**src/source/softex_cast_defs.svh**
```systemverilog
//##########################################################################
// Softex output cast defines.
// Stream geometry, bfloat16 field layout and output FIFO sizing.
//##########################################################################

`ifndef SOFTEX_CAST_DEFS_SVH
`define SOFTEX_CAST_DEFS_SVH

// Stream data width in bits. The strobe has one bit per byte.
`define SOFTEX_DATA_W 64

// Width of one cast result.
`define SOFTEX_INT_W 8

// bfloat16 layout.
`define SOFTEX_FP_W 16
`define SOFTEX_EXP_W 8
`define SOFTEX_MAN_W 7
`define SOFTEX_BIAS 127

// Floating-point lanes per beat.
`define SOFTEX_LANES (`SOFTEX_DATA_W / `SOFTEX_FP_W)

// Output FIFO entries.
`define SOFTEX_FIFO_DEPTH 4

`endif
```
**src/source/softex_cast_pkg.sv**
```systemverilog
//##########################################################################
// Softex output cast package.
// Control word and stream beat types shared across the cast stage.
//##########################################################################

`include "softex_cast_defs.svh"

package softex_cast_pkg;

    //######################################################################
    // Cast control
    //######################################################################

    // Loaded through the configuration handshake.
    // All zeros selects bypass.
    typedef struct packed {
        // Cast when set, pass beats through otherwise.
        logic       enable;
        // Result carries a sign bit.
        logic       is_signed;
        // Integer bits of the result, sign bit not counted.
        logic [2:0] int_bits;
    } cast_ctrl_t;

    //######################################################################
    // Stream beat
    //######################################################################

    // One valid/ready transfer, as held by the output FIFO.
    typedef struct packed {
        logic [`SOFTEX_DATA_W-1:0]   data;
        logic [`SOFTEX_DATA_W/8-1:0] strb;
    } stream_beat_t;

endpackage

```
**src/source/softex_stream_intf.sv**
```systemverilog
//##########################################################################
// Softex stream interface.
// Valid/ready bundle with a data word and a byte strobe.
//##########################################################################

`include "softex_cast_defs.svh"

interface softex_stream_intf;

    logic                        valid;
    logic                        ready;
    logic [`SOFTEX_DATA_W-1:0]   data;
    logic [`SOFTEX_DATA_W/8-1:0] strb;

    // Producer side holds valid, data and strb until ready.
    modport source (
        output valid, data, strb,
        input  ready
    );

    modport sink (
        input  valid, data, strb,
        output ready
    );

    // Passive observer, e.g. for checkers.
    modport monitor (
        input valid, ready, data, strb
    );

endinterface

```
**src/source/softex_cast_top.sv**
```systemverilog
//##########################################################################
// Softex output cast stage.
// Configuration register, lane cast and output FIFO behind plain ports.
//##########################################################################

`include "softex_cast_defs.svh"

module softex_cast_top (
    input  logic                        clk_i,
    input  logic                        rst_i,

    // Configuration handshake.
    input  logic                        cfg_req_i,
    input  softex_cast_pkg::cast_ctrl_t cfg_i,
    output logic                        cfg_ack_o,

    // Input stream.
    input  logic                        in_valid_i,
    output logic                        in_ready_o,
    input  logic [`SOFTEX_DATA_W-1:0]   in_data_i,
    input  logic [`SOFTEX_DATA_W/8-1:0] in_strb_i,

    // Output stream.
    output logic                        out_valid_o,
    input  logic                        out_ready_i,
    output logic [`SOFTEX_DATA_W-1:0]   out_data_o,
    output logic [`SOFTEX_DATA_W/8-1:0] out_strb_o
);

    import softex_cast_pkg::*;

    cast_ctrl_t   ctrl;
    stream_beat_t pop_beat;
    logic         fifo_empty;
    logic         idle;

    softex_stream_intf in_s ();
    softex_stream_intf cast_s ();

    // Bundle the plain input ports.
    assign in_s.valid = in_valid_i;
    assign in_s.data  = in_data_i;
    assign in_s.strb  = in_strb_i;
    assign in_ready_o = in_s.ready;

    // Nothing stored and nothing offered.
    assign idle = fifo_empty & ~in_valid_i;

    softex_cast_cfg i_cfg (
        .clk_i     ( clk_i     ),
        .rst_i     ( rst_i     ),
        .cfg_req_i ( cfg_req_i ),
        .cfg_i     ( cfg_i     ),
        .idle_i    ( idle      ),
        .cfg_ack_o ( cfg_ack_o ),
        .ctrl_o    ( ctrl      )
    );

    softex_cast_out i_cast_out (
        .ctrl_i   ( ctrl   ),
        .stream_i ( in_s   ),
        .stream_o ( cast_s )
    );

    softex_stream_fifo #(
        .T_BEAT ( stream_beat_t      ),
        .DEPTH  ( `SOFTEX_FIFO_DEPTH )
    ) i_out_fifo (
        .clk_i       ( clk_i       ),
        .rst_i       ( rst_i       ),
        .push_s      ( cast_s      ),
        .pop_valid_o ( out_valid_o ),
        .pop_ready_i ( out_ready_i ),
        .pop_beat_o  ( pop_beat    ),
        .empty_o     ( fifo_empty  )
    );

    assign out_data_o = pop_beat.data;
    assign out_strb_o = pop_beat.strb;

endmodule

```
**src/source/softex_cast_cfg.sv**
```systemverilog
//##########################################################################
// Softex cast configuration.
// Control register loaded by a four-phase req/ack handshake, accepted
// only while the pipeline holds no beat.
//##########################################################################

module softex_cast_cfg (
    input  logic                        clk_i,
    input  logic                        rst_i,

    input  logic                        cfg_req_i,
    input  softex_cast_pkg::cast_ctrl_t cfg_i,
    input  logic                        idle_i,
    output logic                        cfg_ack_o,

    output softex_cast_pkg::cast_ctrl_t ctrl_o
);

    typedef enum logic {
        CFG_WAIT,
        CFG_ACK
    } cfg_state_e;

    cfg_state_e state_q;

    assign cfg_ack_o = (state_q == CFG_ACK);

    //######################################################################
    // Handshake FSM
    //######################################################################

    always_ff @(posedge clk_i) begin
        if (rst_i) begin
            state_q <= CFG_WAIT;
            ctrl_o  <= '0;
        end else begin
            case (state_q)
                CFG_WAIT: begin
                    // Hold off until no beat is in flight.
                    if (cfg_req_i && idle_i) begin
                        ctrl_o  <= cfg_i;
                        state_q <= CFG_ACK;
                    end
                end
                CFG_ACK: begin
                    if (!cfg_req_i) begin
                        state_q <= CFG_WAIT;
                    end
                end
                default: state_q <= CFG_WAIT;
            endcase
        end
    end

endmodule

```
**src/source/softex_stream_fifo.sv**
```systemverilog
//##########################################################################
// Softex stream FIFO.
// Circular buffer of beats with valid/ready on both sides.
//##########################################################################

`include "softex_cast_defs.svh"

module softex_stream_fifo #(
    parameter type         T_BEAT = softex_cast_pkg::stream_beat_t,
    parameter int unsigned DEPTH  = `SOFTEX_FIFO_DEPTH
) (
    input  logic            clk_i,
    input  logic            rst_i,

    softex_stream_intf.sink push_s,

    output logic            pop_valid_o,
    input  logic            pop_ready_i,
    output T_BEAT           pop_beat_o,
    output logic            empty_o
);

    localparam int unsigned PTR_W = (DEPTH > 1) ? $clog2(DEPTH) : 1;
    localparam int unsigned CNT_W = $clog2(DEPTH + 1);

    T_BEAT            mem [DEPTH];
    T_BEAT            push_beat;
    logic [PTR_W-1:0] wr_ptr;
    logic [PTR_W-1:0] rd_ptr;
    logic [CNT_W-1:0] count;
    logic             push;
    logic             pop;

    assign push_beat = {push_s.data, push_s.strb};

    assign push_s.ready = (count != CNT_W'(DEPTH));
    assign pop_valid_o  = (count != '0);
    assign empty_o      = (count == '0);
    assign pop_beat_o   = mem[rd_ptr];

    assign push = push_s.valid & push_s.ready;
    assign pop  = pop_valid_o & pop_ready_i;

    //######################################################################
    // Storage
    //######################################################################

    always_ff @(posedge clk_i) begin
        if (push) begin
            mem[wr_ptr] <= push_beat;
        end
    end

    //######################################################################
    // Pointers and occupancy
    //######################################################################

    always_ff @(posedge clk_i) begin
        if (rst_i) begin
            wr_ptr <= '0;
            rd_ptr <= '0;
            count  <= '0;
        end else begin
            if (push) begin
                wr_ptr <= (wr_ptr == PTR_W'(DEPTH - 1)) ? '0 : wr_ptr + PTR_W'(1);
            end
            if (pop) begin
                rd_ptr <= (rd_ptr == PTR_W'(DEPTH - 1)) ? '0 : rd_ptr + PTR_W'(1);
            end
            // Simultaneous push and pop leave the count as is.
            case ({push, pop})
                2'b10:   count <= count + CNT_W'(1);
                2'b01:   count <= count - CNT_W'(1);
                default: count <= count;
            endcase
        end
    end

endmodule

```
**src/source/softex_cast_out.sv**
```systemverilog
//##########################################################################
// Softex output cast.
// Converts each bfloat16 lane in [0, 1] to 8-bit fixed point, rounding
// half up and saturating, with strobe remapping. Bypass when disabled.
//##########################################################################

`include "softex_cast_defs.svh"

module softex_cast_out (
    input  softex_cast_pkg::cast_ctrl_t ctrl_i,

    softex_stream_intf.sink             stream_i,
    softex_stream_intf.source           stream_o
);

    localparam int unsigned DATA_W  = `SOFTEX_DATA_W;
    localparam int unsigned STRB_W  = DATA_W / 8;
    localparam int unsigned INT_W   = `SOFTEX_INT_W;
    localparam int unsigned FP_W    = `SOFTEX_FP_W;
    localparam int unsigned EXP_W   = `SOFTEX_EXP_W;
    localparam int unsigned MAN_W   = `SOFTEX_MAN_W;
    localparam int unsigned BIAS    = `SOFTEX_BIAS;
    localparam int unsigned LANES   = `SOFTEX_LANES;

    // Aligned mantissa plus one round bit below the result.
    localparam int unsigned SHIFT_W = (MAN_W > INT_W) ? MAN_W + 1 : INT_W + 1;
    localparam int unsigned PAD_W   = SHIFT_W - MAN_W - 1;
    localparam int unsigned SHAMT_W = EXP_W + 1;

    localparam logic [INT_W-1:0] UNSIGNED_MAX = '1;
    localparam logic [INT_W-1:0] SIGNED_MAX   = {1'b0, {(INT_W-1){1'b1}}};

    logic [LANES-1:0][FP_W-1:0]      lanes_in;
    logic [LANES-1:0][EXP_W-1:0]     exps;
    logic [LANES-1:0][MAN_W-1:0]     mans;
    logic [LANES-1:0]                exp_ovf;
    logic [LANES-1:0]                sat;
    logic [LANES-1:0][SHAMT_W-1:0]   shamt;
    logic [LANES-1:0][SHIFT_W-1:0]   shifted;
    logic [LANES-1:0][INT_W:0]       rounded;
    logic [LANES-1:0][INT_W-1:0]     results;
    logic [LANES-1:0][INT_W/8-1:0]   strbs;

    assign lanes_in = stream_i.data;

    //######################################################################
    // Per-lane conversion
    //######################################################################

    for (genvar i = 0; i < LANES; i++) begin : gen_lane
        assign exps[i] = lanes_in[i][FP_W-2 -: EXP_W];
        assign mans[i] = lanes_in[i][MAN_W-1:0];

        // Value reaches the first weight above the integer range.
        assign exp_ovf[i] = (SHAMT_W'(exps[i]) + SHAMT_W'(1)) >
                            (SHAMT_W'(BIAS) + SHAMT_W'(ctrl_i.is_signed) +
                             SHAMT_W'(ctrl_i.int_bits));

        // Only meaningful when the lane does not overflow.
        assign shamt[i] = SHAMT_W'(BIAS) + SHAMT_W'(ctrl_i.is_signed) +
                          SHAMT_W'(ctrl_i.int_bits) - SHAMT_W'(exps[i]) -
                          SHAMT_W'(1);

        assign shifted[i] = {1'b1, mans[i], {PAD_W{1'b0}}} >> shamt[i];

        // Round half up on the first dropped bit.
        assign rounded[i] = {1'b0, shifted[i][SHIFT_W-1 -: INT_W]} +
                            {{INT_W{1'b0}}, shifted[i][SHIFT_W-INT_W-1]};

        // Rounding may still carry into the sign bit.
        assign sat[i] = exp_ovf[i] | rounded[i][INT_W] |
                        (ctrl_i.is_signed & rounded[i][INT_W-1]);

        assign results[i] = !sat[i]          ? rounded[i][INT_W-1:0] :
                            ctrl_i.is_signed ? SIGNED_MAX : UNSIGNED_MAX;

        // Result byte is valid only if both source bytes are.
        assign strbs[i] = {(INT_W/8){&stream_i.strb[i*FP_W/8 +: FP_W/8]}};
    end

    //######################################################################
    // Stream outputs
    //######################################################################

    assign stream_i.ready = stream_o.ready;
    assign stream_o.valid = stream_i.valid;

    // Results pack into the low bits, the rest reads as zero.
    assign stream_o.data = ctrl_i.enable ?
                           {{(DATA_W-LANES*INT_W){1'b0}}, results} :
                           stream_i.data;
    assign stream_o.strb = ctrl_i.enable ?
                           {{(STRB_W-LANES*INT_W/8){1'b0}}, strbs} :
                           stream_i.strb;

endmodule

```
**config.mk**
```make
export PLATFORM = sky130hd
export DESIGN_NAME = softex_cast_top
export DESIGN_NICKNAME = d
export VERILOG_FILES = /design/src/source/softex_cast_pkg.sv /design/src/source/softex_stream_intf.sv /design/src/source/softex_cast_top.sv /design/src/source/softex_cast_cfg.sv /design/src/source/softex_stream_fifo.sv /design/src/source/softex_cast_out.sv
export VERILOG_INCLUDE_DIRS = /design/src /design/src/source
export SDC_FILE = /design/constraint.sdc
export NUM_CORES = 1
export LEC_CHECK = 0
export BUFFER_PORTS_ARGS = -buffer_cell sky130_fd_sc_hd__buf_2
export CORE_MARGIN = 1.5
export CORE_UTILIZATION = 45
export DETAILED_ROUTE_END_ITERATION = 10
export HOLD_SLACK_MARGIN = 0.08
export PLACE_DENSITY = 0.74
export SYNTH_ARGS = -nofsm -noshare
export SYNTH_HDL_FRONTEND = slang
export SYNTH_SLANG_ARGS = --single-unit
```
**constraint.sdc**
```tcl
create_clock -name clk_i -period 8.1 [get_ports clk_i]
set_input_delay 1.62 -clock clk_i [delete_from_list [all_inputs] [get_ports clk_i]]
set_output_delay 1.62 -clock clk_i [all_outputs]
set_load 0.05 [all_outputs]
```
# [Word level (Yosys, flattened, before mapping)]
# Memories as Yosys holds them, arrays and structs flattened. A register that Yosys moved wholly into a read port is not among the register bits.
# Index checks and enable logic that the tools add are counted.
[totals] reg_bits=13 inputBits=82 output_inout_bits=75 wordCells=86 mem_count=1 ramBits=288
[op_classes] n_eq_ne=5 reduce_logical=9 n_shift=4 n_mux=17 addsub=22 n_bitwise=17 n_lt_le_gt_ge=4
[memory_table] name="i_out_fifo.mem" words=4 word_bits=72 rd=1 rd_ports_with_merged_regs=1 write_ports=1 line_no="softex_stream_fifo.sv:26" rtl="T_BEAT mem [DEPTH];"
[op_table] cell="64-bit two-way mux" n=1
[op_table] cell="8-bit two-way mux" n=6
[op_table] cell="8-bit by 1-bit adder with 9-bit output" n=4
[op_table] cell="8-bit by 1-bit adder with 9-bit output (second input constant)" n=4
[op_table] cell="9-bit > comparator" n=4
[op_table] cell="9-bit by 9-bit right shift with 9-bit output" n=4
[op_table] cell="9-bit by 1-bit subtractor with 9-bit output (second input constant)" n=4
[op_table] cell="9-bit by 8-bit subtractor with 9-bit output" n=4
[op_table] cell="2-bit AND reduction" n=5
[op_table] cell="9-bit by 3-bit adder with 9-bit output" n=1
[op_table] cell="7-bit by 1-bit adder with 8-bit output (first input constant)" n=1
[op_table] cell="2-bit two-way mux" n=4
[op_table] cell="1-bit bitwise OR" n=8
[op_table] cell="1-bit bitwise AND" n=7
[op_table] cell="2-bit == test (second input constant)" n=3
[op_table] cell="3-bit one-hot mux with 2 select lines" n=1
[op_table] cell="2-bit by 1-bit adder with 2-bit output (second input constant)" n=2
[op_table] cell="1-bit two-way mux" n=4
[op_table] cell="3-bit by 1-bit adder with 3-bit output (second input constant)" n=1
[op_table] cell="3-bit logical NOT" n=1
[op_table] cell="3-bit inequality test (second input constant)" n=1
[op_table] cell="3-bit nonzero test" n=1
[op_table] cell="3-bit by 1-bit subtractor with 3-bit output (second input constant)" n=1
[op_table] cell="2-bit by 1-bit == test with 1-bit output (second input constant)" n=1
[op_table] cell="4 further kinds" n=5

# [Logic depth before layout (Yosys ltp)]
# Gate-level depths: netlist of the first run.
[logic_depth] word_depth=10 mapped_depth=24 depth_no_buf=24

# [Cells and area by module]
# A second synthesis of the first run with hierarchy kept.
[unflattened] hier_cells=1270 hier_area_um2=16953.8
[modules_own_cells] mod="softex_stream_fifo" area_each_um2=10886.7 cells_each=429 n_inst=1 seq_area_each_um2=8828.5
[modules_own_cells] mod="softex_cast_out" area_each_um2=5785.5 cells_each=814 n_inst=1 seq_area_each_um2=0.0
[modules_own_cells] mod="softex_cast_cfg" area_each_um2=267.8 cells_each=26 n_inst=1 seq_area_each_um2=120.1
[modules_own_cells] mod="softex_cast_top" area_each_um2=13.8 cells_each=1 n_inst=1 seq_area_each_um2=0.0

# [Worst setup path before layout of the first run]
# OpenSTA, ideal clock, no wires.
[synth_timing] path_type="input -> register" startpoint="input port in_data_i[39]" endpoint="memory i_out_fifo.mem[0][26] (netlist bit), data pin" n_path_buf=1 setup_ns=0.271 cell_stages=20 arrival_ns=5.486 path_slack_ns=2.343 required_ns=7.829 path_cell_list="inv_1 -> ha_1 -> inv_1 -> fa_1 -> nand2b_1 -> a21oi_1 -> o32ai_1 -> a311oi_1 -> nand2_1 -> or3_1 -> clkbuf_1 -> a21oi_1 -> ha_1 -> and3_1 -> a21oi_1 -> a21o_1 -> o311ai_0 -> o41ai_1 -> a31o_2 -> o32a_1"
[synth_via] elab_chain_len=8 word_cells_on_any_way=11 classes_between="4 x add/sub; 1 x order compare; 1 x shift; 2 x mux; 3 x bitwise"
[synth_lines] element="start, declared" line_no="softex_cast_top.sv:20" rtl="input logic [`SOFTEX_DATA_W-1:0] in_data_i,"
[synth_lines] element="9-bit by 8-bit subtractor with 9-bit output" line_no="softex_cast_out.sv:61" rtl="SHAMT_W'(ctrl_i.int_bits) - SHAMT_W'(exps[i]) -"
[synth_lines] element="9-bit by 1-bit subtractor with 9-bit output" line_no="softex_cast_out.sv:61"
[synth_lines] element="9-bit by 9-bit right shift with 9-bit output" line_no="softex_cast_out.sv:64" rtl="assign shifted[i] = {1'b1, mans[i], {PAD_W{1'b0}}} >> shamt[i];"
[synth_lines] element="8-bit by 1-bit adder with 9-bit output" line_no="softex_cast_out.sv:67" rtl="assign rounded[i] = {1'b0, shifted[i][SHIFT_W-1 -: INT_W]} +"
[synth_lines] element="1-bit bitwise OR / 1-bit bitwise AND (equally long branches)" line_no="softex_cast_out.sv:71, softex_cast_out.sv:72"
[synth_lines] element="1-bit bitwise OR" line_no="softex_cast_out.sv:71" rtl="assign sat[i] = exp_ovf[i] | rounded[i][INT_W] |"
[synth_lines] element="8-bit two-way mux (*)" line_no="softex_cast_out.sv:74" rtl="assign results[i] = !sat[i] ? rounded[i][INT_W-1:0] :"
[synth_lines] element="64-bit two-way mux (*)" line_no="softex_cast_out.sv:89" rtl="assign stream_o.data = ctrl_i.enable ?"
[synth_lines] element="named net cast_s.data[18]" line_no="softex_stream_intf.sv:12" rtl="logic [`SOFTEX_DATA_W-1:0] data;"
[synth_lines] element="end, declared" line_no="softex_stream_fifo.sv:26"
# The timed path passes the listed nets; every way through them passes the cells marked *.

# [Final worst setup path of the first run]
[layout_timing] startpoint="register i_cfg.ctrl_o[3] (netlist bit)" endpoint="memory i_out_fifo.mem[3][33] (netlist bit), data pin"
[layout_via] elab_chain_len=10 word_cells_on_any_way=12 classes_between="5 x add/sub; 1 x order compare; 1 x shift; 2 x mux; 3 x bitwise"
[layout_lines] element="start, declared" line_no="softex_cast_cfg.sv:16" rtl="output softex_cast_pkg::cast_ctrl_t ctrl_o"
[layout_lines] element="start signal, assigned" line_no="softex_cast_cfg.sv:41" rtl="ctrl_o <= cfg_i;"
[layout_lines] element="7-bit by 1-bit adder with 8-bit output" line_no="softex_cast_out.sv:56, softex_cast_out.sv:60"
[layout_lines] element="9-bit by 3-bit adder with 9-bit output" line_no="softex_cast_out.sv:56, softex_cast_out.sv:60"
[layout_lines] element="9-bit by 8-bit subtractor with 9-bit output" line_no="softex_cast_out.sv:61"
[layout_lines] element="9-bit by 1-bit subtractor with 9-bit output" line_no="softex_cast_out.sv:61"
[layout_lines] element="9-bit by 9-bit right shift with 9-bit output" line_no="softex_cast_out.sv:64"
[layout_lines] element="8-bit by 1-bit adder with 9-bit output" line_no="softex_cast_out.sv:67"
[layout_lines] element="1-bit bitwise OR / 1-bit bitwise AND (equally long branches)" line_no="softex_cast_out.sv:71, softex_cast_out.sv:72"
[layout_lines] element="1-bit bitwise OR" line_no="softex_cast_out.sv:71"
[layout_lines] element="8-bit two-way mux (*)" line_no="softex_cast_out.sv:74"
[layout_lines] element="64-bit two-way mux (*)" line_no="softex_cast_out.sv:89"
[layout_lines] element="named net cast_s.data[25]" line_no="softex_stream_intf.sv:12"
# Marked as above.

==> results of run 1 <==
per-layer routing:
| layer | wire [um] | GRT usage |
|---|---|---|
| met5 | 12 | 0 |
| met4 | 901 | 0.05642 |
| met3 | 2695 | 0.02766 |
| met2 | 19290 | 0.3605 |
| met1 | 16840 | 0.2860 |
stage by stage:
stage          instances  worst slack [ns]    util  hold WS, ns  instance area (um^2)
2_1_floorplan       1232             2.343       -       0.4541                 16390
3_3_place_gp        1812             1.502  0.4934       0.4609                 17640
3_5_place_dp        1812             1.108  0.4934       0.4748                 17640
4_1_cts             1869             1.061  0.5200       0.4854                 18590
5_1_grt             1870            0.5791  0.5201       0.5212                 18590
6_report            1870             1.035  0.5201       0.4860                 18590
cells in the mapped netlist (all sizes together), types with 3 or more instances:
library cell,number
nand2,63
mux2,6
fa,6
xnor2,37
a211oi,14
nand4,15
a21oi,67
o211ai,7
nand3b,3
a211o,3
o311ai,3
inv,75
mux2i,31
a21o,11
o22a,13
o21a,12
buf,19
nor2b,28
dfxtp,15
nor3b,3
or4,5
nand2b,12
nor3,30
o21ai,35
o22ai,6
mux4,78
nand3,35
xor2,22
edfxtp,288
a311oi,3
clkbuf,26
o31ai,7
o2bb2ai,3
and2,6
ha,88
nor4,4
or3,10
and3,12
nor2,92
state kept, by name, indices dropped and copies added, names as in the netlist, named ones only:
register and flops:
i_out_fifo.count 3, i_out_fifo.rd_ptr 2, i_out_fifo.mem 288, i_out_fifo.wr_ptr 2, i_cfg.cfg_ack_o 1, i_cfg.ctrl_o 5
area by class of cell:
cell class	instances	area [um^2]
Inverter	76	285.3
Timing Repair Buffer	165	848.3
Multi-Input combinational cell	807	6965
Clock buffer	39	805.8
Antenna cell	1	2.502
Clock inverter	18	143.9
Sequential cell	303	8960
Tap cell	461	576.8
Fill cell	3035	17150
kinds of logic (layout without fill, tap and decap cells):
| family | Yosys count | in the layout | synth area share |
|---|---|---|---|
| fa+ha+maj | 94 | 94 | 0.07452 |
| xor+xnor | 59 | 59 | 0.03314 |
| flops | 303 | 303 | 0.5461 |
| buf+inv | 122 | 298 | 0.03008 |
| simple gates | 331 | 331 | 0.1016 |
| compound gates | 208 | 208 | 0.08430 |
| other cells | 0 | 1 | 0 |
| mux | 115 | 115 | 0.1303 |
worst max-delay path, stage by stage, from the launching register on:
cell and delay, ns:
dfxtp_1 0.57, clkinv_1 0.47, ha_1 0.38, fa_1 0.66
inv_1 0.33, fa_1 0.52, nand2b_1 0.18, a21oi_1 0.34
a211oi_1 0.13, or4_1 0.44, a21oi_1 0.23, a21o_1 0.15
a32oi_1 0.05, a311oi_1 0.26, ha_1 0.24, inv_1 0.05
o31ai_1 0.37, o2111ai_1 0.21, xnor2_1 0.17, and3_1 0.19
a21oi_1 0.56, a21oi_1 0.26
path summary, 6_finish.rpt:
path	startpoint	to
worst max-delay path	i_cfg.ctrl_o[3]$_SDFFE_PP0P_	i_out_fifo.mem[3][33]$_DFFE_PP_
worst min-delay path	i_cfg.cfg_ack_o$_SDFF_PP0_	i_cfg.cfg_ack_o$_SDFF_PP0_
worst max register to register	i_cfg.ctrl_o[3]$_SDFFE_PP0P_	i_out_fifo.mem[3][33]$_DFFE_PP_
worst min register to register	i_cfg.cfg_ack_o$_SDFF_PP0_	i_cfg.cfg_ack_o$_SDFF_PP0_
power by group:
| part | leakage, nW | switching [mW] | internal [mW] | total, mW |
|---|---|---|---|---|
| clock network | 0.458 | 0.578 | 0.764 | 1.34 |
| logic | 3.55 | 1.87 | 0.981 | 2.85 |
| registers | 2.77 | 0.0962 | 1.93 | 2.03 |
| total | 6.78 | 2.54 | 3.67 | 6.22 |
==> results.tsv, run 1 <==
metric	value	unit
status	complete, but fails checks	
violations	DRC	
drtIter0Drc	826	
synth_nets	1408	
r2r_setup_slack	1.04	ns
root_buffer	clkbuf_16	
slew_viol_final	0	
core_area	35740	um^2
cts-hold-fix-buffers	0	
worstMarginPinSlew	0.9374	ns
first_pass_iters	8	
gp_congestion	0.9188	
yosysSeqAreaShare	0.5461	
hold_violations	0	
drc	8	
start_kind	flop	
path_clk_slew	0.06	ns
peakVddDrop	0.0001921	V
dp_hpwl	27630	um
viasPerCell	5.868	
top_level_ports	157	
avgSynthCellArea	13.30	um^2
start_util	0.4585	
p_total	6.218	mW
cp.required	8.35	ns
die_w	193.8	um
yosys_warnings	0	
wirelength	39730	um
crit_arrival	7.32	ns
leakage	6.784	nW
grt_pass1_vias	11170	
dieArea	37570	um^2
antenna_found_initial	2	
final.setup.tns	0	ns
synthFlopType	edfxtp_1	
worstSetupPathType	flop to flop	
synth.area.top_cells	edfxtp_1 (53%), mux4_2 (11%), ha_1 (6.7%)	
clock_latency	0.56	ns
fin_nets	1560	
cts_buffer_depth	3	
setup_viol	0	
grt_usage	0.2113	
yosysUniqueCellTypes	77	
cap_violations	0	
hold_class	flop to flop	
layout_commonest_cell	edfxtp_1	
netlist_area	16390	um^2
grt_overflow	0	
fin_crit_sh	0.8722	
reg2regPathDepth	21	
async_reset_ff_frac	0	
cts_htree_levels	1	
powerDensity	334.5	nW/um^2
drive_gt1_frac	0.2244	
port_buffers	156	
ys_ff_latch	303	
synth_top_cell_by_area	edfxtp_1	
grt_pass1_wl	62110	um
post_cts.repair.setup_buffers	0	
cts.sinks	303	
syn_to_final_growth	13.43	%
cts_buffers	31	
hold_depth	2	
synth_cells	1232	
vias	10970	
grt_max_degree	66	
final_antenna_net_count	0	
synth_top_area_frac	0.5278	
rows	69	
clock_skew	0.009312	ns
synth_edf_count	288	
relSlewSlack	0.3713	
mostFrequentLayoutCells	edfxtp_1 (288), buf_2 (156), nor2_1 (91), ha_1 (88), mux4_2 (78)	
cts_tree	done	
path_max_fanout	12	
rsz0062_at_grt	no	
wire_per_inst	21.25	um
chipHeight	193.8	um
cp-end-kind	flop	
fmax	141.5	MHz
cts_resized	0	
fin_crit	7.065	ns
Note: power is estimated with default switching activity, not from simulation.
==> run 2: changes to the inputs <==
Settings changed: CTS_BUF_LIST set to sky130_fd_sc_hd__clkbuf_8, TNS_END_PERCENT set to 1.
==> run 2 against run 1 <==
The run still ends with DRC left. Clock skew increased by 0.0096 ns. Via count increased by 0.68%. Sequential cell count unchanged. Global-route usage grew 0.23 points. Clock power decreased by 4%. Final area is essentially flat. Sequential share of layout area is essentially flat. Cell count rose by 1.5%. Combinational power is essentially flat. Wire length grew 0.70%. Clock-buffer cell count rose by 13. Critical endpoint unchanged. Highest routed layer unchanged.
==> results.tsv, run 2 (synthesis results as in run 1) <==
metric	value	unit
status	complete, but fails checks	
violations	DRC	
hold_violations	0	
cp.required	8.38	ns
p_sw	2.566	mW
clock_latency	0.59	ns
cpPeakStageDelay	0.67	ns
rr_endpoint	i_out_fifo.mem[3][33]$_DFFE_PP_	
r2r_setup_slack	1.03	ns
cp.buffers_inverters	3	
fill_cells	3045	
grt_pass1_wl	62330	um
drive_gt1_frac	0.2347	
slowest_stage	fa_1	
mostFrequentLayoutCells	edfxtp_1 (288), buf_2 (156), nor2_1 (91), inv_1 (89), ha_1 (88)	
largest_register_ffs	288	
comb_power_share	0.462	
hold_class	flop to flop	
dp_hpwl	27630	um
fin_nets	1579	
fin_crit_sh	0.8727	
hold_ws	0.4766	ns
layout_commonest_cell	edfxtp_1	
cp-end-kind	flop	
root_buffer	clkbuf_8	
regMostFlops	i_out_fifo.mem	
cts_buffer_depth	3	
top_level_ports	157	
p_total	6.168	mW
grt_pass1_vias	11300	
seqPwrFrac	0.328	
worstSetupPathType	flop to flop	
cap_violations	0	
cts_tree	done	
fmax	141.5	MHz
start_kind	flop	
power.share.clock	0.209	
wirelength	40010	um
timing.rr.start	i_cfg.ctrl_o[3]$_SDFFE_PP0P_	
cp_top_family	compound AO/OA/AOI/OAI gates	
post_cts.repair.setup_buffers	0	
gp_congestion	0.9188	
rows	69	
leakage	6.861	nW
powerDensity	331.8	nW/um^2
intPower	3.602	mW
core_area	35740	um^2
grt_overflow	0	
final_antenna_net_count	0	
port_buffers	156	
path_clk_slew	0.06	ns
first_pass_iters	8	
reg2regPathDepth	21	
critical_path.cell_chain	clkinv_1 > ha_1 > fa_1 > inv_1 > fa_1 > nand2b_1 > a21oi_1 > a211oi_1 > or4_1 > a21oi_1 > a21o_1 > a32oi_1 > a311oi_1 > ha_1 > inv_1 > o31ai_1 > o2111ai_1 > xnor2_1 > and3_1 > a21oi_1 > a21oi_1	
dieArea	37570	um^2
relSlewSlack	0.3854	
antenna_found_initial	2	
hold_depth	2	
drtIter0Drc	793	
die_w	193.8	um
rsz0062_at_grt	no	
crit_start	i_cfg.ctrl_o[3]$_SDFFE_PP0P_	
cts_resized	0	
start_util	0.4585	
cts_buffers	50	
grt_usage	0.2136	
path_max_fanout	12	
slew_viol_final	0	
peakVddDrop	0.0002881	V
top_regs	i_out_fifo.mem x288, i_cfg.ctrl_o x5, i_out_fifo.count x3	
cts_htree_levels	2	
setup_viol	0	
fin_crit	7.069	ns
grt_max_degree	66	
chipHeight	193.8	um
drc	8	
hold_start	i_out_fifo.rd_ptr[1]$_SDFFE_PP0P_	
worstMarginPinSlew	0.9164	ns
cts.sinks	303	
setup_slack	1.031	ns
viasPerCell	5.821	
cts-hold-fix-buffers	0	
switching_share	0.4160	
syn_to_final_growth	13.45	%
crit_top_cell	a21oi_1	
clock_skew	0.01889	ns
final.setup.tns	0	ns
vias	11050	
pre_cts_ws	1.108	ns
wire_per_inst	21.08	um
crit_arrival	7.35	ns
-- run 2: area by class of cell --
class | instances | area (um^2) | share of cell area
sequential | 303 | 8960 | 0.4820
multi-input combinational | 807 | 6965 | 0.3747
timing repair buffer | 165 | 848.3 | 0.04563
clock buffer | 52 | 715.7 | 0.03850
tap | 461 | 576.8 | 0.03103
inverter | 76 | 285.3 | 0.01535
clock inverter | 33 | 236.5 | 0.01272
antenna | 1 | 2.502 | 0.0001346
-- run 2: stage by stage --
| stage | util | instance area (um^2) | std cells |
|---|---|---|---|
| 2_1_floorplan | - | 16390 | 1232 |
| 3_3_place_gp | 0.4934 | 17640 | 1812 |
| 3_5_place_dp | 0.4934 | 17640 | 1812 |
| 4_1_cts | 0.5201 | 18590 | 1897 |
| 5_1_grt | 0.5201 | 18590 | 1898 |
| 6_report | 0.5201 | 18590 | 1898 |
-- run 2: layer usage --
layer	GRT usage	share of wire	up-vias
li1	-	-	5091
met1	0.2838	0.43	5484
met2	0.3567	0.48	398
met3	0.03688	0.063	73
met4	0.07205	0.025	2
met5	0	0.00030	-
-- run 2: how the worst max path moves through the flow --
stage | depth (start not counted) | endpoint | slack (ns)
2_1_floorplan | 20 | i_out_fifo.mem[0][26]$_DFFE_PP_ | 2.34
3_3_place_gp | 21 | i_out_fifo.mem[0][37]$_DFFE_PP_ | 1.50
3_5_place_dp | 21 | i_out_fifo.mem[1][33]$_DFFE_PP_ | 1.11
4_1_cts | 21 | i_out_fifo.mem[3][33]$_DFFE_PP_ | 1.08
5_1_grt | 21 | i_out_fifo.mem[3][33]$_DFFE_PP_ | 0.59
6_report | 21 | i_out_fifo.mem[3][33]$_DFFE_PP_ | 1.03
-- run 2: power by group through the flow --
stage	Clock, mW	Combinational, mW	Sequential, mW
final	1.29	2.85	2.03
after global routing	1.38	3.08	2.05
after CTS	1.32	2.84	2.03
after detailed placement	0	2.83	2.06
after global placement	0	2.81	2.05
after floorplan	0	2.26	2.00
-- run 2: worst reg2reg max path, cell delays in order (launching register included) --
cell and delay (ns):
dfxtp_1 0.57, clkinv_1 0.48, ha_1 0.39, fa_1 0.67, inv_1 0.34, fa_1 0.52
nand2b_1 0.18, a21oi_1 0.34, a211oi_1 0.13, or4_1 0.44, a21oi_1 0.23, a21o_1 0.15
a32oi_1 0.05, a311oi_1 0.26, ha_1 0.25, inv_1 0.05, o31ai_1 0.37, o2111ai_1 0.20
xnor2_1 0.17, and3_1 0.19, a21oi_1 0.56, a21oi_1 0.25
